`src/common/priv_pkg.sv`:
```
package priv_pkg;

   ////////////////////////////////////////
   // basic types
   ////////////////////////////////////////
   typedef logic [31:0] xlen_t;
   typedef logic [11:0] csr_addr_t;

   // machine csr addresses
   localparam csr_addr_t MSTATUS   = 12'h300;
   localparam csr_addr_t MISA      = 12'h301;
   localparam csr_addr_t MIE       = 12'h304;
   localparam csr_addr_t MTVEC     = 12'h305;
   localparam csr_addr_t MSCRATCH  = 12'h340;
   localparam csr_addr_t MEPC      = 12'h341;
   localparam csr_addr_t MCAUSE    = 12'h342;
   localparam csr_addr_t MTVAL     = 12'h343;
   localparam csr_addr_t MIP       = 12'h344;
   localparam csr_addr_t MCYCLE    = 12'hb00;
   localparam csr_addr_t MCYCLEH   = 12'hb80;
   localparam csr_addr_t MVENDORID = 12'hf11;
   localparam csr_addr_t MARCHID   = 12'hf12;
   localparam csr_addr_t MIMPID    = 12'hf13;
   localparam csr_addr_t MHARTID   = 12'hf14;

   // writable bits: mie, mpie, mpp
   localparam xlen_t MSTATUS_WMASK = 32'h0000_1888;
   // meie, mtie, msie
   localparam xlen_t MIE_WMASK     = 32'h0000_0888;
   // only msip is software writable
   localparam xlen_t MIP_WMASK     = 32'h0000_0008;

   // mxl = 1, letters I and U
   localparam xlen_t MISA_VALUE = 32'h4010_0100;

   ////////////////////////////////////////
   // trap causes
   ////////////////////////////////////////
   localparam logic [4:0] CAUSE_ILLEGAL = 5'd2;
   localparam logic [4:0] CAUSE_BREAK   = 5'd3;
   localparam logic [4:0] CAUSE_ECALL_U = 5'd8;
   localparam logic [4:0] CAUSE_ECALL_M = 5'd11;

   // interrupt codes, also the mip/mie bit index
   localparam logic [4:0] IRQ_SOFT  = 5'd3;
   localparam logic [4:0] IRQ_TIMER = 5'd7;
   localparam logic [4:0] IRQ_EXT   = 5'd11;

   ////////////////////////////////////////
   // enums
   ////////////////////////////////////////
   typedef enum logic [1:0] {
      MODE_U = 2'd0,
      MODE_M = 2'd3
   } priv_mode_t;

   typedef enum logic [3:0] {
      OP_RETIRE  = 4'd0,
      OP_CSRRW   = 4'd1,
      OP_CSRRS   = 4'd2,
      OP_CSRRC   = 4'd3,
      OP_CSRRWI  = 4'd4,
      OP_CSRRSI  = 4'd5,
      OP_CSRRCI  = 4'd6,
      OP_ECALL   = 4'd7,
      OP_EBREAK  = 4'd8,
      OP_MRET    = 4'd9,
      OP_ILLEGAL = 4'd10
   } sys_op_t;

   typedef enum logic [1:0] {
      ACT_NONE = 2'd0,
      ACT_TRAP = 2'd1,
      ACT_MRET = 2'd2
   } act_kind_t;

   ////////////////////////////////////////
   // structs
   ////////////////////////////////////////
   // command from the sequencer
   typedef struct packed {
      sys_op_t    op;
      csr_addr_t  csr_addr;
      logic [4:0] rs1_idx;
      xlen_t      src;
      xlen_t      pc;
      xlen_t      instr;
   } sys_cmd_t;

   // stage 1 result
   typedef struct packed {
      sys_op_t   op;
      xlen_t     pc;
      xlen_t     instr;
      csr_addr_t csr_addr;
      logic      csr_ok;
      xlen_t     old_value;
      xlen_t     new_value;
      logic      do_write;
   } access_t;

   // architectural state seen by stages 1 and 2
   typedef struct packed {
      priv_mode_t  mode;
      logic        mstatus_mie;
      logic        mstatus_mpie;
      priv_mode_t  mstatus_mpp;
      xlen_t       mie;
      xlen_t       mip;
      xlen_t       mtvec;
      xlen_t       mscratch;
      xlen_t       mepc;
      xlen_t       mcause;
      xlen_t       mtval;
      logic [63:0] mcycle;
   } csr_state_t;

   // stage 2 decision, committed by the csr file
   typedef struct packed {
      act_kind_t  kind;
      logic       is_irq;
      logic [4:0] cause;
      xlen_t      tval;
      xlen_t      epc;
      logic       csr_we;
      csr_addr_t  csr_addr;
      xlen_t      csr_wdata;
   } trap_action_t;

   typedef struct packed {
      xlen_t rd_data;
      xlen_t next_pc;
      logic  trapped;
   } sys_resp_t;

endpackage
```
`src/hdl/priv_unit.sv`:
```
module priv_unit #(
   parameter priv_pkg::xlen_t MTVEC_RESET = 32'h0000_0100
) (
   input  logic                 clk,
   input  logic                 rstn,
   input  logic                 cmd_valid,
   input  priv_pkg::sys_cmd_t   cmd,
   input  logic                 ext_intr,
   input  logic                 timer_intr,
   output logic                 resp_valid,
   output priv_pkg::sys_resp_t  resp,
   output priv_pkg::priv_mode_t mode
);
   import priv_pkg::*;

   logic         acc_valid;
   access_t      acc;
   csr_state_t   csr_state;
   trap_action_t action;

   // stage 1, csr read and write value
   csr_access u_access (
      .clk       (clk),
      .rstn      (rstn),
      .cmd_valid (cmd_valid),
      .cmd       (cmd),
      .csr_state (csr_state),
      .acc_valid (acc_valid),
      .acc       (acc)
   );

   // stage 2, trap decision
   trap_unit u_trap (
      .clk        (clk),
      .rstn       (rstn),
      .acc_valid  (acc_valid),
      .acc        (acc),
      .csr_state  (csr_state),
      .action     (action),
      .resp_valid (resp_valid),
      .resp       (resp)
   );

   // stage 3, state commit
   csr_file #(
      .MTVEC_RESET (MTVEC_RESET)
   ) u_file (
      .clk        (clk),
      .rstn       (rstn),
      .acc_valid  (acc_valid),
      .action     (action),
      .ext_intr   (ext_intr),
      .timer_intr (timer_intr),
      .csr_state  (csr_state),
      .mode       (mode)
   );

endmodule

```
`src/hdl/trap_unit.sv`:
```
module trap_unit (
   input  logic                   clk,
   input  logic                   rstn,
   input  logic                   acc_valid,
   input  priv_pkg::access_t      acc,
   input  priv_pkg::csr_state_t   csr_state,
   output priv_pkg::trap_action_t action,
   output logic                   resp_valid,
   output priv_pkg::sys_resp_t    resp
);
   import priv_pkg::*;

   logic       irq_on;
   xlen_t      irq_pend;
   logic       irq_take;
   logic [4:0] irq_cause;
   logic       is_csr_op;
   logic       exc_take;
   logic [4:0] exc_cause;
   xlen_t      exc_tval;
   logic       take_trap;
   logic       take_mret;
   xlen_t      tvec_base;
   xlen_t      next_pc;

   ////////////////////////////////////////
   // interrupt pick
   ////////////////////////////////////////
   // user mode always takes machine interrupts
   assign irq_on   = (csr_state.mode == MODE_U) || csr_state.mstatus_mie;
   assign irq_pend = csr_state.mip & csr_state.mie;

   always_comb begin
      irq_take  = 1'b0;
      irq_cause = IRQ_EXT;
      if (irq_on) begin
         if (irq_pend[IRQ_EXT]) begin
            irq_take  = 1'b1;
            irq_cause = IRQ_EXT;
         end else if (irq_pend[IRQ_SOFT]) begin
            irq_take  = 1'b1;
            irq_cause = IRQ_SOFT;
         end else if (irq_pend[IRQ_TIMER]) begin
            irq_take  = 1'b1;
            irq_cause = IRQ_TIMER;
         end
      end
   end

   // command's own exception
   always_comb begin
      exc_take  = 1'b0;
      exc_cause = CAUSE_ILLEGAL;
      exc_tval  = acc.instr;
      case (acc.op)
         OP_CSRRW, OP_CSRRS, OP_CSRRC,
         OP_CSRRWI, OP_CSRRSI, OP_CSRRCI: exc_take = !acc.csr_ok;
         OP_ILLEGAL: exc_take = 1'b1;
         OP_MRET:    exc_take = (csr_state.mode == MODE_U);
         OP_ECALL: begin
            exc_take  = 1'b1;
            exc_cause = (csr_state.mode == MODE_U) ? CAUSE_ECALL_U : CAUSE_ECALL_M;
            exc_tval  = '0;
         end
         OP_EBREAK: begin
            exc_take  = 1'b1;
            exc_cause = CAUSE_BREAK;
            exc_tval  = '0;
         end
         default: ;
      endcase
   end

   assign is_csr_op = acc.op inside {OP_CSRRW, OP_CSRRS, OP_CSRRC,
                                     OP_CSRRWI, OP_CSRRSI, OP_CSRRCI};

   assign take_trap = irq_take || exc_take;
   assign take_mret = !irq_take && acc.op == OP_MRET && csr_state.mode == MODE_M;

   always_comb begin
      action           = '0;
      action.kind      = take_trap ? ACT_TRAP : (take_mret ? ACT_MRET : ACT_NONE);
      action.is_irq    = irq_take;
      action.cause     = irq_take ? irq_cause : exc_cause;
      action.tval      = irq_take ? '0 : exc_tval;
      action.epc       = acc.pc;
      action.csr_we    = is_csr_op && acc.do_write && !take_trap;
      action.csr_addr  = acc.csr_addr;
      action.csr_wdata = acc.new_value;
   end

   ////////////////////////////////////////
   // next pc and response
   ////////////////////////////////////////
   assign tvec_base = {csr_state.mtvec[31:2], 2'b00};

   always_comb begin
      if (take_trap) begin
         // vectored mode only offsets interrupts
         if (irq_take && csr_state.mtvec[1:0] == 2'b01) begin
            next_pc = tvec_base + {25'b0, irq_cause, 2'b00};
         end else begin
            next_pc = tvec_base;
         end
      end else if (take_mret) begin
         next_pc = csr_state.mepc;
      end else begin
         next_pc = acc.pc + 32'd4;
      end
   end

   always_ff @(posedge clk) begin
      if (rstn) begin
         resp_valid <= 1'b0;
      end else begin
         resp_valid <= acc_valid;
      end
   end

   always_ff @(posedge clk) begin
      if (acc_valid) begin
         resp.rd_data <= is_csr_op ? acc.old_value : '0;
         resp.next_pc <= next_pc;
         resp.trapped <= take_trap;
      end
   end

   a_trap_xor_mret: assert property (@(posedge clk) disable iff (rstn)
      acc_valid |-> !(take_trap && take_mret));

endmodule

```
`src/csr/csr_file.sv`:
```
module csr_file #(
   parameter priv_pkg::xlen_t MTVEC_RESET = 32'h0000_0100
) (
   input  logic                   clk,
   input  logic                   rstn,
   input  logic                   acc_valid,
   input  priv_pkg::trap_action_t action,
   input  logic                   ext_intr,
   input  logic                   timer_intr,
   output priv_pkg::csr_state_t   csr_state,
   output priv_pkg::priv_mode_t   mode
);
   import priv_pkg::*;

   priv_mode_t  mode_q;
   logic        st_mie;
   logic        st_mpie;
   priv_mode_t  st_mpp;
   xlen_t       mie_q;
   logic        msip;
   logic        meip;
   logic        mtip;
   xlen_t       mtvec_q;
   xlen_t       mscratch_q;
   xlen_t       mepc_q;
   xlen_t       mcause_q;
   xlen_t       mtval_q;
   logic [63:0] mcycle_q;

   xlen_t       st_wr;
   xlen_t       mie_wr;
   xlen_t       mip_wr;

   // masked views of the write data
   assign st_wr  = action.csr_wdata & MSTATUS_WMASK;
   assign mie_wr = action.csr_wdata & MIE_WMASK;
   assign mip_wr = action.csr_wdata & MIP_WMASK;

   ////////////////////////////////////////
   // counter and interrupt lines
   ////////////////////////////////////////
   always_ff @(posedge clk) begin
      if (rstn) begin
         mcycle_q <= '0;
         meip     <= 1'b0;
         mtip     <= 1'b0;
      end else begin
         mcycle_q <= mcycle_q + 64'd1;
         meip     <= ext_intr;
         mtip     <= timer_intr;
      end
   end

   ////////////////////////////////////////
   // commit of the stage 2 action
   ////////////////////////////////////////
   always_ff @(posedge clk) begin
      if (rstn) begin
         mode_q     <= MODE_M;
         st_mie     <= 1'b0;
         st_mpie    <= 1'b0;
         st_mpp     <= MODE_U;
         mie_q      <= '0;
         msip       <= 1'b0;
         mtvec_q    <= MTVEC_RESET;
         mscratch_q <= '0;
         mepc_q     <= '0;
         mcause_q   <= '0;
         mtval_q    <= '0;
      end else if (acc_valid) begin
         if (action.kind == ACT_TRAP) begin
            st_mpie  <= st_mie;
            st_mie   <= 1'b0;
            st_mpp   <= mode_q;
            mode_q   <= MODE_M;
            mepc_q   <= action.epc;
            mcause_q <= {action.is_irq, 26'b0, action.cause};
            mtval_q  <= action.tval;
         end else if (action.kind == ACT_MRET) begin
            st_mie  <= st_mpie;
            st_mpie <= 1'b1;
            mode_q  <= st_mpp;
            st_mpp  <= MODE_U;
         end else if (action.csr_we) begin
            case (action.csr_addr)
               MSTATUS: begin
                  st_mie  <= st_wr[3];
                  st_mpie <= st_wr[7];
                  // no supervisor, anything but M falls back to U
                  st_mpp  <= (st_wr[12:11] == 2'b11) ? MODE_M : MODE_U;
               end
               MIE:      mie_q      <= mie_wr;
               MIP:      msip       <= mip_wr[3];
               MTVEC: begin
                  // reserved mode encodings leave mtvec as is
                  if (action.csr_wdata[1:0] < 2'd2) begin
                     mtvec_q <= action.csr_wdata;
                  end
               end
               MSCRATCH: mscratch_q <= action.csr_wdata;
               MEPC:     mepc_q     <= action.csr_wdata;
               MCAUSE:   mcause_q   <= action.csr_wdata;
               MTVAL:    mtval_q    <= action.csr_wdata;
               // read-only and counter addresses drop the write
               default: ;
            endcase
         end
      end
   end

   assign csr_state.mode         = mode_q;
   assign csr_state.mstatus_mie  = st_mie;
   assign csr_state.mstatus_mpie = st_mpie;
   assign csr_state.mstatus_mpp  = st_mpp;
   assign csr_state.mie          = mie_q;
   assign csr_state.mip          = {20'b0, meip, 3'b0, mtip, 3'b0, msip, 3'b0};
   assign csr_state.mtvec        = mtvec_q;
   assign csr_state.mscratch     = mscratch_q;
   assign csr_state.mepc         = mepc_q;
   assign csr_state.mcause       = mcause_q;
   assign csr_state.mtval        = mtval_q;
   assign csr_state.mcycle       = mcycle_q;

   assign mode = mode_q;

   a_mode_legal: assert property (@(posedge clk) disable iff (rstn)
      mode_q inside {MODE_U, MODE_M});

endmodule

```
`src/csr/csr_access.sv`:
```
module csr_access (
   input  logic                 clk,
   input  logic                 rstn,
   input  logic                 cmd_valid,
   input  priv_pkg::sys_cmd_t   cmd,
   input  priv_pkg::csr_state_t csr_state,
   output logic                 acc_valid,
   output priv_pkg::access_t    acc
);
   import priv_pkg::*;

   logic  csr_ok;
   xlen_t old_value;
   xlen_t new_value;
   logic  is_csr_op;
   logic  is_set_clr;
   logic  do_write;
   xlen_t mstatus_word;

   // mstatus as seen by software, other fields read as zero
   assign mstatus_word = {19'b0, csr_state.mstatus_mpp, 3'b0, csr_state.mstatus_mpie,
                          3'b0, csr_state.mstatus_mie, 3'b0};

   ////////////////////////////////////////
   // address decode and read
   ////////////////////////////////////////
   always_comb begin
      csr_ok    = 1'b1;
      old_value = '0;
      case (cmd.csr_addr)
         MSTATUS:   old_value = mstatus_word;
         MISA:      old_value = MISA_VALUE;
         MIE:       old_value = csr_state.mie;
         MTVEC:     old_value = csr_state.mtvec;
         MSCRATCH:  old_value = csr_state.mscratch;
         MEPC:      old_value = csr_state.mepc;
         MCAUSE:    old_value = csr_state.mcause;
         MTVAL:     old_value = csr_state.mtval;
         MIP:       old_value = csr_state.mip;
         MCYCLE:    old_value = csr_state.mcycle[31:0];
         MCYCLEH:   old_value = csr_state.mcycle[63:32];
         // id registers are all zero
         MVENDORID, MARCHID, MIMPID, MHARTID: old_value = '0;
         default:   csr_ok = 1'b0;
      endcase
   end

   ////////////////////////////////////////
   // write value
   ////////////////////////////////////////
   always_comb begin
      new_value = old_value;
      case (cmd.op)
         OP_CSRRW, OP_CSRRWI: new_value = cmd.src;
         OP_CSRRS, OP_CSRRSI: new_value = old_value | cmd.src;
         OP_CSRRC, OP_CSRRCI: new_value = old_value & ~cmd.src;
         default:             new_value = old_value;
      endcase
   end

   assign is_csr_op  = cmd.op inside {OP_CSRRW, OP_CSRRS, OP_CSRRC,
                                      OP_CSRRWI, OP_CSRRSI, OP_CSRRCI};
   assign is_set_clr = cmd.op inside {OP_CSRRS, OP_CSRRC, OP_CSRRSI, OP_CSRRCI};

   // set/clear with a zero source field only reads
   assign do_write = is_csr_op && !(is_set_clr && cmd.rs1_idx == 5'd0);

   always_ff @(posedge clk) begin
      if (rstn) begin
         acc_valid <= 1'b0;
      end else begin
         acc_valid <= cmd_valid;
      end
   end

   always_ff @(posedge clk) begin
      if (cmd_valid) begin
         acc.op        <= cmd.op;
         acc.pc        <= cmd.pc;
         acc.instr     <= cmd.instr;
         acc.csr_addr  <= cmd.csr_addr;
         acc.csr_ok    <= csr_ok;
         acc.old_value <= old_value;
         acc.new_value <= new_value;
         acc.do_write  <= do_write;
      end
   end

   // one command in flight, the next strobe waits for the response cycle
   a_one_in_flight: assert property (@(posedge clk) disable iff (rstn)
      cmd_valid |=> !cmd_valid);

endmodule

```
`config.mk`:
```
export PLATFORM = sky130hd
export DESIGN_NAME = priv_unit
export DESIGN_NICKNAME = d
export VERILOG_FILES = /design/src/common/priv_pkg.sv /design/src/hdl/priv_unit.sv /design/src/hdl/trap_unit.sv /design/src/csr/csr_file.sv /design/src/csr/csr_access.sv
export SDC_FILE = /design/constraint.sdc
export NUM_CORES = 1
export LEC_CHECK = 0
export BUFFER_PORTS_ARGS = -buffer_cell sky130_fd_sc_hd__buf_2
export CAP_MARGIN = 20
export CELL_PAD_IN_SITES_DETAIL_PLACEMENT = 1
export CELL_PAD_IN_SITES_GLOBAL_PLACEMENT = 2
export CORE_ASPECT_RATIO = 0.75
export CORE_MARGIN = 2
export CORE_UTILIZATION = 27
export CTS_CLUSTER_DIAMETER = 40
export CTS_CLUSTER_SIZE = 20
export DETAILED_ROUTE_END_ITERATION = 6
export PLACE_DENSITY_LB_ADDON = 0.1
export SLEW_MARGIN = 20
export SYNTH_ARGS = -nofsm -noshare
export SYNTH_HDL_FRONTEND = slang
export SYNTH_SLANG_ARGS = --single-unit
```
`constraint.sdc`:
```
create_clock -name clk -period 3.8 [get_ports clk]
set_input_delay 0.76 -clock clk [delete_from_list [all_inputs] [get_ports clk]]
set_output_delay 0.76 -clock clk [all_outputs]
set_load 0.05 [all_outputs]
```
-- Word level (Yosys, flattened, before mapping)
Cells that the tools add are included.
- latch bits: 0
- memories: 0
- ROM bits: 0
- memory bits (writable): 0
- input bits: 122
- word-level logic and storage cells: 172
- output and inout port bits: 68
- flip-flop bits (word level): 449
- equal/unequal tests: 45
- order comparisons: 1
- $mul: 0
- mux-type cells: 49
- bitwise logic cells: 6
- add/subtract/negate cells: 3
- shifts and indexed selects: 0
- reduce and logical (&&, ||, !) cells: 41
- divide/modulo/power cells: 0
- operator list (cell ; count):
    two-way mux 32 bit ; 17
    one-hot mux 32 bit (11 select lines) ; 1
    == test 12 x 10 -> 1 bit, second input constant ; 17
    one-hot mux 32 bit (3 select lines) ; 1
    == test 12 bit, second input constant ; 6
    adder 64 x 1 -> 64 bit, second input constant ; 1
    adder 32 x 3 -> 32 bit, second input constant ; 1
    adder 32 x 7 -> 32 bit ; 1
    AND 32 bit ; 1
    inverter 32 bit ; 1
    bitwise OR 32 bit ; 1
    == test 4 x 3 -> 1 bit, second input constant ; 7
    two-way mux 2 bit ; 10
    two-way mux 5 bit ; 4
    == test 4 x 2 -> 1 bit, second input constant ; 4
    AND reduction 5 bit ; 3
    OR reduction 15 bit ; 1
    two-way mux 1 bit ; 13
    AND 12 bit ; 1
    == test 4 bit, second input constant ; 3
    AND reduction 4 bit ; 3
    nonzero test 6 bit ; 2
    one-hot mux 5 bit (2 select lines) ; 1
    nonzero test 2 bit ; 5
    other kinds (21) ; 40

-- Depth between registers and ports, before layout
Gate-level depths: netlist of run 1.
- depth in word-level cells: 13
- depth in mapped cells: 11
- depth with buffers taken out: 10

-- Hierarchy
Synthesis of run 1 repeated with hierarchy kept, for this count alone.
- cell total of the unflattened synthesis: 2447
- area total of the unflattened synthesis: 23516.3 um^2
- by module, submodules not included (module ; area each (um^2) ; times used ; seq. area each (um^2) ; cells an instance):
    csr_file ; 10163.5 ; 1 ; 4724.5 ; 1236
    csr_access ; 8319.2 ; 1 ; 4404.2 ; 671
    trap_unit ; 5033.6 ; 1 ; 1971.9 ; 540

-- Least setup slack after synthesis of run 1
No wires, ideal clock.
- path kind: reg-to-reg
- start: reg u_access.acc_valid
- end: reg u_file.mcause_q[11]
- stages on the path, launching flop included: 7
- library setup time: 117 ps
- path buffers: 2
- data arrival time: 3633 ps
- period minus slack after synthesis: 3750 ps
- setup slack: 50 ps
- data required time: 3683 ps
- path through: dfxtp_1 -> nand4b_1 -> or4b_2 -> o21a_1 -> buf_2 -> clkbuf_1 -> a22o_1
- cells in the longest elaborated chain, start to end: 1
- ends and longest elaborated chain (what ; RTL line ; text):
    start, declared ; csr_access.sv:7 ; output logic acc_valid,
    start signal, assigned ; csr_access.sv:72 ; acc_valid <= cmd_valid;
    AND reduction 4 bit (no source line) ; n/a ;
    end signal, assigned ; csr_file.sv:77 ; mcause_q <= {action.is_irq, 26'b0, action.cause};
    end signal, assigned ; csr_file.sv:102 ; MCAUSE: mcause_q <= action.csr_wdata;
    end, declared ; csr_file.sv:26 ; xlen_t mcause_q;
No other way between the ends.
A chain may end at the register's enable or synchronous reset.

-- Final worst setup path of run 1
- start: reg u_file.mode_q[1], in the netlist u_file.mode[1]
- end: reg, netlist name u_trap.resp[29]
- cells in the longest elaborated chain, start to end: 8
- elaborated cells between the ends (all ways): 15
- those cells by class: add/sub: 1; eq/ne: 1; mux: 6; reduce/logical: 7
- ends and longest elaborated chain (what ; RTL line ; text):
    start, declared ; csr_file.sv:15 ; priv_mode_t mode_q;
    start signal, assigned ; csr_file.sv:82 ; mode_q <= st_mpp;
    parallel branches: the longest is 7 deep, another holds adder 32 x 7 -> 32 bit ; n/a ;
    two-way mux 32 bit (*) ; trap_unit.sv:98 ; if (take_trap) begin
    named net u_trap.next_pc[28] ; trap_unit.sv:24 ; xlen_t next_pc;
Mark *: on every way through the listed nets, which the timed path passes.

==> results of run 1 <==
==> stage by stage <==
| stage | cells | worst slack (ps) | area [µm²] |
|---|---|---|---|
| after CTS | 3244 | 518 | 25500 |
| after global placement | 3094 | 575 | 22800 |
| final | 3247 | 432 | 25500 |
| after floorplan | 1956 | 49.7 | 20500 |
| after global routing | 3247 | 155 | 25500 |
| after detailed placement | 3094 | 537 | 22800 |
==> final timing paths <==
check | endpoint | slack, ps | cells past startpoint
worst max-delay path | u_trap.resp[29] | 430 | 10
worst min-delay path | u_access.acc[127] | 310 | 1
worst max register to register | u_trap.resp[29] | 430 | 10
worst min register to register | u_file.mcause_q[1] | 470 | 2
==> cell families (layout without fill, tap and decap cells) <==
family | count (synthesis) | count (layout) | share of synthesized area
flops | 449 | 449 | 0.541
mux | 179 | 179 | 0.0893
compound gates | 376 | 376 | 0.128
xor+xnor | 107 | 107 | 0.0457
other cells | 0 | 3 | 0
simple gates | 692 | 692 | 0.162
fa+ha+maj | 5 | 5 | 0.00305
buf+inv | 148 | 413 | 0.0309
==> Yosys cell counts (35+ instances only) <==
library cell / number
sky130_fd_sc_hd__a22o_1: 59
sky130_fd_sc_hd__nand2_1: 144
sky130_fd_sc_hd__edfxtp_1: 211
sky130_fd_sc_hd__nand4_1: 45
sky130_fd_sc_hd__dfxtp_1: 238
sky130_fd_sc_hd__a211oi_1: 35
sky130_fd_sc_hd__a21oi_1: 81
sky130_fd_sc_hd__mux2i_1: 164
sky130_fd_sc_hd__nor2_1: 267
sky130_fd_sc_hd__clkbuf_1: 94
sky130_fd_sc_hd__o21ai_0: 64
sky130_fd_sc_hd__nand3_1: 54
sky130_fd_sc_hd__xor2_1: 81
sky130_fd_sc_hd__and2_1: 43
==> sequential cells by signal, indices dropped and copies added, names as in the netlist, 2 cells and up <==
name,cells
u_file.mtval_q,32
u_file.mode,2
u_file.mcycle_q,64
u_file.mepc_q,32
u_file.mie_q,3
u_file.mtvec_q,32
u_file.mscratch_q,32
u_access.acc,146
u_file.st_mpp,2
u_file.mcause_q,32
u_trap.resp,65
==> routing by layer <==
metal  track usage  share of wire  vias up
met5             0        0.00033        -
met4        0.0639          0.024        4
met3        0.0361          0.038      109
met2         0.331           0.47      303
met1         0.276           0.47     8319
li1              -              -     7645
==> critical path: stages, from the launching register on <==
cell	delay, ps
sky130_fd_sc_hd__dfxtp_1	510
sky130_fd_sc_hd__o21ba_2	280
sky130_fd_sc_hd__a21oi_1	80
sky130_fd_sc_hd__and3b_1	220
sky130_fd_sc_hd__ha_1	350
sky130_fd_sc_hd__nand2b_1	70
sky130_fd_sc_hd__a21oi_1	300
sky130_fd_sc_hd__nand3_1	460
sky130_fd_sc_hd__nor4_1	460
sky130_fd_sc_hd__xor2_1	110
sky130_fd_sc_hd__mux2_2	270
==> report_power, final <==
part	switching, mW	leakage, nW	internal, mW
sequential	0.168	4.02	5.29
combinational	0.744	3.93	0.320
clock	2.76	1.34	4.50
total	3.67	9.29	10.1
==> area by class of cell <==
type | instances | area, µm² | area share
Timing Repair Buffer | 245 | 1460 | 0.0571
Antenna cell | 3 | 7.51 | 0.000294
Multi-Input combinational cell | 1359 | 8850 | 0.347
Clock inverter | 53 | 468 | 0.0184
Tap cell | 1023 | 1280 | 0.0502
Sequential cell | 449 | 11100 | 0.436
Clock buffer | 97 | 2250 | 0.0884
Inverter | 18 | 67.6 | 0.00265
==> results by stage, run 1 <==
Cells and area:
- The leading cell type in the layout, fill and taps excluded is sky130_fd_sc_hd__nor2_1.
- The number of nets in the layout is 2281.
- The layout has 8342 filler cells.
- The layout cell share with drive strength beyond 1 is 0.194.
- The top cell types in the final layout, fill and taps aside, are sky130_fd_sc_hd__nor2_1, sky130_fd_sc_hd__dfxtp_1, sky130_fd_sc_hd__edfxtp_1, sky130_fd_sc_hd__buf_2, sky130_fd_sc_hd__mux2i_1.
- Once layout is complete, the utilization of the core stands at 0.339.
- From synthesis to final layout, the design area changed by 24.2%.

Timing:
- Of the available clock period, the critical path in the final layout requires 0.886.
- Setup repair after global routing left no endpoint under its margin.
- At the pin with the least slew margin, the transition time is 1010 ps.
- After routing, the total negative slack on setup checks comes to 0 ps.
- The post-layout minimum cycle time is 3370 ps.
- The worst max-slew margin expressed relative to the limit is 0.315.
- The post-route clock skew is 17.1 ps.
- Setup violations remaining at the end of the flow were counted as 0.
- Based on the critical path, the design can be clocked at up to 297 MHz.
- The worst hold slack is 307 ps.
- The final number of hold-violating endpoints was 0.
- The max-slew violation count is 0.

Die:
- Pin placement for this block handled 190 I/O pins.
- The core region is 0.0752 mm².
- The vertical extent of the die is 243 µm.
- The overall die width is 322 µm.
- The initialized floorplan defines 87 standard-cell rows.
- The floorplan step defined a die boundary enclosing 0.0783 mm².
- For this configuration, the core starts out at a cell density of 0.273.

Place:
- At the end of routability-driven placement, the weighted congestion stood at 0.810.
- Port buffering added 189 buffers.
- The HPWL after detailed placement is 57700 µm.

Clock network:
- After clock tree synthesis, the clock-pin slew on the worst setup and hold paths is 50 ps.
- TritonCTS built the clock tree.
- The number of post-CTS setup repair buffers is 0.
- The total of hold buffers inserted after clock tree synthesis is 0.
- The clock reaches the later pin of the worst-skew pair after 630 ps.
- The H-tree depth is 3.
- The post-cts repair resize count is 0.
- Counting along the longest clock path gives a buffer depth of 3.
- The root buffer cell chosen for the clock tree is sky130_fd_sc_hd__clkbuf_16.
- The TritonCTS buffer count is 81.
- The tree built by TritonCTS fans out to 449 sinks.

Synthesis:
- For this run, the register share of the synthesized area comes to 0.541.
- In the post-synthesis netlist, the biggest area contributors are sky130_fd_sc_hd__edfxtp_1, sky130_fd_sc_hd__dfxtp_1, sky130_fd_sc_hd__mux2i_1, sky130_fd_sc_hd__nor2_1, sky130_fd_sc_hd__xor2_1.
- The top-area cell type share of the netlist area is 0.309.
- In the synthesized netlist the dominant register cell turns out to be sky130_fd_sc_hd__dfxtp_1.
- After synthesis, the netlist uses 66 different library cells.
- The synthesized design contains 449 register bits.
- The number of flops mapped to enable cells by yosys is 211.
- The net count after synthesis is 2083.
- For this run, asynchronously set or reset flops after synthesis account for 0.
- After synthesis the cells add up to 0.0205 mm².
- The synthesized area per cell is 10.5 µm².
- The warning count from the yosys run is 0.
- The number of instances in the synthesized netlist is 1956.
- sky130_fd_sc_hd__edfxtp_1 takes more of the synthesized area than any other cell.

Detailed routing:
- In the routed design, unresolved DRC markers number 0.
- The count of TritonRoute iterations in the first routing pass is 5.
- Summed over all layers, the routed wires come to 80900 µm.
- Once detail routing completed, the nets flagged for antenna violations numbered 0.
- The count of routing violations after the opening detailed-route iteration is 846.
- The average wire length per cell after detail routing is 24.9 µm.
- The count of vias placed by the detailed router is 16380.
- After detailed routing, the number of vias per cell comes to 5.04.

Flow run:
- The max-cap violation count is 0.

Global routing:
- The aggregate global routing overflow is 0.
- The aggregate global-route resource usage is 0.204.
- The initial antenna violation count is 9.
- The via count of the first global-routing pass is 17135.
- The first global-routing pass estimated 118000 µm of wire.
- Entering global routing, the biggest net connects 85 pins.

Worst setup path:
- The timing startpoint of the critical path is u_file.mode[1].
- The origin of the critical flop-to-flop path is u_file.mode[1].
- The type of destination of the critical path is a flop.
- The maximum fanout along the worst path is 9.
- The arrival time at the worst endpoint is 3740 ps.
- The start-to-end type of the worst setup path is flop to flop.
- STA classifies the critical path startpoint as a flop.
- For the worst setup path, the data required time is 4180 ps.

Run status:
- The flow ran to the end, and the final reports show no timing, DRC or antenna violations.

Hold path:
- The launch point of the worst hold path is cmd[49].
- In this run the worst hold path is classified as primary input to flop.

Power:
- Across the VDD grid, the largest voltage drop is 294 µV.
- The leakage component of the power is 9.29 nW.
- Dividing total power by cell area gives a power density of 541 mW/mm².
- The overall power is 13.8 mW.
No activity file was read; power rests on OpenSTA's default activity.
==> inputs of run 2 (changes only) <==
Settings changed: CORE_UTILIZATION 27 to 42.
Clock period 3.8 ns to 4.1 ns, I/O delays scaled along.
==> run 2 against run 1 <==
  * Clock skew decreased by 1.3 ps
  * Routed wire length down 12%
  * Power fell by 18%
  * Final area is 4.9% lower
  * Final cell count is 13% lower
  * Critical path depth unchanged
  * First-iteration DRC count up 27%
  * Non-clock buffer count decreased by 10
  * Sequential share of layout area grew 2.3 points
  * Critical endpoint unchanged
  * Largest power group unchanged
==> results by stage, run 2 (same netlist as run 1, synthesis figures left out) <==
Run status:
- The flow ran to the end, and the final reports show no timing, DRC or antenna violations.

Worst setup path:
- The end point of the critical path is u_trap.resp[29].
- The worst reg-to-reg path cell count is 10.
- The type of element launching the critical path is a flop.
- The timing startpoint of the critical path is u_file.mode[1].
- The origin of the critical flop-to-flop path is u_file.mode[1].
- The data required time of the worst path is 4480 ps.
- In this run the worst path has a maximum fanout of 9.
- The worst register-to-register path has a setup slack of 830 ps.
- For the worst setup path, the data arrival time is 3650 ps.
- The worst setup path is of the flop to flop kind.
- The type of destination of the critical path is a flop.
- The worst register-to-register path ends at u_trap.resp[29].

Clock network:
- The number of post-CTS setup repair buffers is 0.
- Clock-pin slew was measured on the worst setup and hold paths at 60 ps.
- The latest clock arrival within the worst-skew pair is 630 ps.
- The library cell used as clock root buffer is sky130_fd_sc_hd__clkbuf_16.
- The total of hold buffers inserted after clock tree synthesis is 0.
- The clock sink count is 449.
- The CTS tree is built.
- The H-tree depth is 2.
- The TritonCTS buffer count is 60.
- After clock tree synthesis, the repair step resized 0 gates.
- The longest clock path from root to sink contains 3 buffers.

Detailed routing:
- The count of vias placed by the detailed router is 16424.
- The first detailed-routing pass took 5 iterations.
- Once detail routing completed, the nets flagged for antenna violations numbered 0.
- After detailed routing, the number of remaining DRC violations is 0.
- In the routed layout, each cell is associated on average with a via count of 5.82.
- The count of routing violations after the opening detailed-route iteration is 1073.
- Wires add up to 71000 µm.
- In the final routed layout, each cell accounts on average for 25.2 µm.

Timing:
- The worst pin sits at a relative slew slack of 0.257.
- The max-slew violation count is 0.
- The portion of the clock cycle consumed by the worst path in the final layout is 0.799.
- The final number of hold-violating endpoints is 0.
- The post-layout minimum cycle time is 3270 ps.
- The number of failing setup endpoints in the final timing report is 0.
- The clock arrives with 15.8 ps of skew.
- The final-layout setup total negative slack is 0 ps.
- Setup repair after global routing left no endpoint under its margin.
- For the pin with the worst max-slew slack, the measured transition is 1110 ps.
- Static timing analysis puts the maximum clock frequency at 305 MHz.

Cells and area:
- The count of antenna diodes in the layout is 0.
- Ranked by flip-flop count, first place goes to u_access.acc.
- The library cells used most frequently in the layout, excluding fill and tap cells, are sky130_fd_sc_hd__nor2_1, sky130_fd_sc_hd__dfxtp_1, sky130_fd_sc_hd__edfxtp_1, sky130_fd_sc_hd__buf_2, sky130_fd_sc_hd__mux2i_1.
- From synthesis to final layout, the design area changed by 18.1%.
- The utilization after layout is 0.500.
- Counting the fill cells in the layout gives 5288.
- The flip-flop count of the largest register after layout is 146.
- The largest registers in the layout are u_access.acc (146), u_trap.resp (65), u_file.mcycle_q (64).
- The number of nets in the layout is 2250.
- The library cell used most frequently in the layout, excluding fill and tap cells, is sky130_fd_sc_hd__nor2_1.
- The layout cell share with drive strength beyond 1 is 0.178.

Power:
- The total power density per cell area is 466 mW/mm².
- The leakage component of the power is 8.90 nW.
- The maximum ir drop on the vdd rail is 318 µV.

Hold path:
- The cell depth of the worst min-delay path is 1.
- The tightest min-delay check is of the primary input to flop type.

Die:
- The region available for standard cell placement spans 0.0485 mm².
- The site row count is 70.
- The die is 195 µm tall.
- The overall die width is 259 µm.
- The floorplan die area is 0.0507 mm².
- The starting utilization of the core area is 0.423.
- The top-level I/O count is 190.

Global routing:
- The via count of the first global-routing pass was 17073.
- The aggregate global-route resource usage is 0.278.
- For this run the aggregate overflow at the end of global routing stands at 0.
- The initial antenna violation count came to 2.
- The first global-routing pass estimated 106000 µm of wire.
- The largest net degree at the start of global routing is 90.

Flow run:
- The max-cap violation count is 0.

Place:
- The port buffer count is 189.
- The HPWL after detailed placement is 49900 µm.
- Routability-driven placement finished with a final weighted congestion of 0.826.
[run 2: metal layers]
| metal | track usage | up-vias | part of all wire |
|---|---|---|---|
| met5 | 0 | - | 0.00018 |
| met4 | 0.0979 | 2 | 0.033 |
| met3 | 0.0474 | 135 | 0.054 |
| met2 | 0.455 | 476 | 0.47 |
| met1 | 0.371 | 8237 | 0.44 |
| li1 | - | 7574 | - |
[run 2: worst min-delay path by stage]
stage,from,endpoint,slack (ps)
2_1_floorplan,u_file.mcause_q[1],u_file.mcause_q[1],430
4_1_cts,cmd[5],u_access.acc[83],330
3_5_place_dp,u_file.mcause_q[22],u_file.mcause_q[22],460
3_3_place_gp,u_file.mcause_q[30],u_file.mcause_q[30],460
6_report,cmd[9],u_access.acc[87],360
5_1_grt,cmd[4],u_access.acc[82],340
[run 2: critical path: stages (launching register included)]
cell and delay (ps):
sky130_fd_sc_hd__dfxtp_1 540, sky130_fd_sc_hd__o21ba_2 280, sky130_fd_sc_hd__a21oi_1 70, sky130_fd_sc_hd__and3b_1 220
sky130_fd_sc_hd__ha_1 360, sky130_fd_sc_hd__nand2b_1 70, sky130_fd_sc_hd__a21oi_1 300, sky130_fd_sc_hd__nand3_1 400
sky130_fd_sc_hd__nor4_1 400, sky130_fd_sc_hd__xor2_1 110, sky130_fd_sc_hd__mux2_2 270
[run 2: layout make-up]
class / instances / area (µm²) / area share
clock buffers: 65 / 1590 / 0.0657
repair buffers: 235 / 1360 / 0.0561
well taps: 648 / 811 / 0.0335
clock inverters: 49 / 450 / 0.0186
inverters: 18 / 67.6 / 0.00279
flip-flops and latches: 449 / 11100 / 0.458
multi-input cells: 1359 / 8850 / 0.365
[run 2: through the flow]
stage	area (µm²)	power (mW)	setup WS, ps	instances	hold slack, ps
final	24200	11.3	826	2823	358
after floorplan	20500	5.68	350	1956	431
after global routing	24200	11.7	552	2823	342
after CTS	24200	11.4	900	2823	334
after detailed placement	22200	6.10	913	2709	464
after global placement	22200	6.08	1060	2709	459
[run 2: power by group]
part,switching [mW],internal [mW],total (mW)
clock,2.27,3.02,5.29
combinational,0.675,0.290,0.965
sequential,0.148,4.90,5.05
==> inputs of run 3 (changes only) <==
Settings changed: CORE_UTILIZATION 42 to 39.
Clock period 4.1 ns to 3.05 ns, I/O delays scaled along.
==> run 3 against run 2 <==
  * Power rose by 36%
  * Non-clock buffer count rose by 38
  * Combinational power rose by 39%
  * Final cell count rose by 3.3%
  * Sequential power rose by 34%
  * Global-route usage fell by 1.1 points
  * Final area rose by 2.0%
  * Count of clock-buffer cells in the layout rose by 8
  * Clock skew rose by 11 ps
  * Setup slack got worse by 680 ps
  * Clock power rose by 37%
  * Critical path type unchanged
  * Highest routed layer unchanged
==> results by stage, run 3 (same netlist as run 1, synthesis figures left out) <==
Clock network:
- Clock-pin slew was measured on the worst setup and hold paths at 60 ps.
- The CTS tree is built.
- The clock reaches the later pin of the worst-skew pair after 640 ps.
- The clock tree synthesis step divided the H-tree into 2 levels.
- In this run, post-CTS hold repair placed 0 buffers.
- Counting the buffers created by CTS gives 60.
- The library cell used as clock root buffer is sky130_fd_sc_hd__clkbuf_16.
- The clock sink count is 449.
- In this run the deepest clock path goes through 3 buffers.
- Post-CTS timing repair inserted 0 buffers for setup.

Detailed routing:
- The detailed-route wire length is 73100 µm.
- Dividing the detail-routed wire length by the instance count gives 25.1 µm.
- After detailed routing, the number of vias per cell comes to 5.65.
- The count of routing violations after the opening detailed-route iteration is 1118.
- Before antenna repair, the detailed router went through 5 iterations.
- The post-route antenna net violation count is 0.
- The total DRC errors in the routed layout is 0.
- The routed layout has 16466 vias.

Worst setup path:
- Data on the critical path arrives at its endpoint at 3280 ps.
- The cell type of the slowest stage on the worst timing path is sky130_fd_sc_hd__nor4_1.
- The worst reg-to-reg path cell count is 10.
- The type of destination of the critical path is a flop.
- The cell family contributing the most delay on the critical path is simple AND/OR/NAND/NOR gates.
- The cell count along the critical path is 10.
- The start-to-end type of the worst setup path is flop to flop.
- STA classifies the critical path startpoint as a flop.
- The signal on the critical path passes through o21ba_2 -> a21oi_1 -> and3b_1 -> ha_1 -> nand2b_1 -> a21oi_1 -> nand3_2 -> nor4_1 -> xor2_1 -> mux2_2.
- Counting both buffers and inverters, the worst setup path holds a total of 0.
- For the worst setup path, the data required time is 3430 ps.
- Of all nets on the critical path, the largest fanout is 5.
- On the worst path, the slowest cell contributes a delay of 360 ps.
- The cell that appears most often on the critical path is sky130_fd_sc_hd__a21oi_1.

Global routing:
- The via count of the first global-routing pass is 16945.
- The aggregate global routing overflow is 0.
- For this run, the total global-route usage over all layers was measured as 0.267.
- The first global-routing pass estimated 109000 µm of wire.
- The initial antenna violation count is 3.
- The largest net degree at the start of global routing is 130.

Place:
- The port buffer count is 189.
- Once placement finished, the instance area stood at 0.0227 mm².
- At the end of routability-driven placement, the weighted congestion stood at 0.889.
- The HPWL after detailed placement is 52000 µm.

Cells and area:
- 0 antenna diodes ended up in the layout.
- For this run, the post-layout net count is 2288.
- At the end of the flow the core is filled with cells to 0.477.
- In the layout the commonest cells are sky130_fd_sc_hd__nor2_1, sky130_fd_sc_hd__dfxtp_1, sky130_fd_sc_hd__edfxtp_1, sky130_fd_sc_hd__buf_2, sky130_fd_sc_hd__mux2i_1.
- The layout overhead on the synthesized area is 20.5%.
- The flip-flop count of the largest register after layout is 146.
- The largest registers in the layout are u_access.acc (146), u_trap.resp (65), u_file.mcycle_q (64).
- The design area is 0.0247 mm².
- The register with the most flip-flops is u_access.acc.
- The leading cell type in the layout, fill and taps excluded is sky130_fd_sc_hd__nor2_1.
- The layout cell share with drive strength beyond 1 is 0.191.

Die:
- The die covers 0.0545 mm².
- The top-level I/O count is 190.
- The starting utilization of the core area is 0.396.
- The region available for standard cell placement spans 0.0518 mm².
- The vertical extent of the die is 203 µm.
- The die is 269 µm wide.
- The site row count is 72.

Timing:
- The peak clock frequency supported by timing is 345 MHz.
- The final number of hold-violating endpoints is 0.
- Setup violations remaining at the end of the flow were counted as 0.
- At the pin with the least slew margin, the transition time is 828 ps.
- The post-route clock skew is 27.0 ps.
- Setup repair after global routing left no endpoint under its margin.
- Of the available clock period, the critical path in the final layout requires 0.951.
- The worst pin sits at a relative slew slack of 0.448.
- The post-layout minimum cycle time is 2900 ps.
- The max-slew violation count is 0.
- The final-layout setup total negative slack is 0 ps.

Hold path:
- The worst hold-check path type is primary input to flop.
- The cell depth of the worst min-delay path is 1.

Flow run:
- Max-cap violations in this run came to 0.

Power:
- The maximum ir drop on the vdd rail is 433 µV.
- The analysis attributes to cell leakage a power of 9.14 nW.
- Dividing total power by cell area gives a power density of 622 mW/mm².

Run status:
- The run finished with clean final reports.
run 3: cell type report:
class                   count  area [µm²]
fillers                  5603       27100
flip-flops and latches    449       11100
multi-input cells        1359        8860
repair buffers            273        1770
clock buffers              73        1650
well taps                 703         880
clock inverters            41         402
inverters                  18        67.6
run 3: final timing paths:
| path | startpoint | to | slack [ps] |
|---|---|---|---|
| worst max-delay path | u_file.st_mie | u_trap.resp[29] | 150 |
| worst min-delay path | cmd[22] | u_access.acc[100] | 150 |
| worst max register to register | u_file.st_mie | u_trap.resp[29] | 150 |
| worst min register to register | u_file.mcause_q[11] | u_file.mcause_q[11] | 480 |
run 3: what timing repair did:
action,in CTS,in global routing
pin swaps,0,0
endpoints found under the setup margin,2,5
resized for setup,1,3
gates cloned,0,0
run 3: power by group:
group	internal [mW]	switching, mW
clock	4.32	2.93
combinational	0.423	0.914
sequential	6.59	0.201
total	11.3	4.05
run 3: through the flow:
stage | setup WS, ps | hold WS (ps) | std cells | total power [mW]
after global placement | 28.8 | 461 | 2802 | 8.23
after floorplan | 78.5 | 431 | 1956 | 7.63
after detailed placement | -52.9 | 465 | 2802 | 8.25
final | 150 | 148 | 2916 | 15.4
after global routing | 0.967 | 129 | 2916 | 15.9
after CTS | 65.2 | 119 | 2916 | 15.5
run 3: layer usage:
| layer | global-route usage | routed length (µm) | vias up |
|---|---|---|---|
| met5 | 0 | 10 | - |
| met4 | 0.0794 | 2020 | 2 |
| met3 | 0.0364 | 3300 | 112 |
| met2 | 0.435 | 34300 | 385 |
| met1 | 0.369 | 33500 | 8340 |
| li1 | - | - | 7627 |
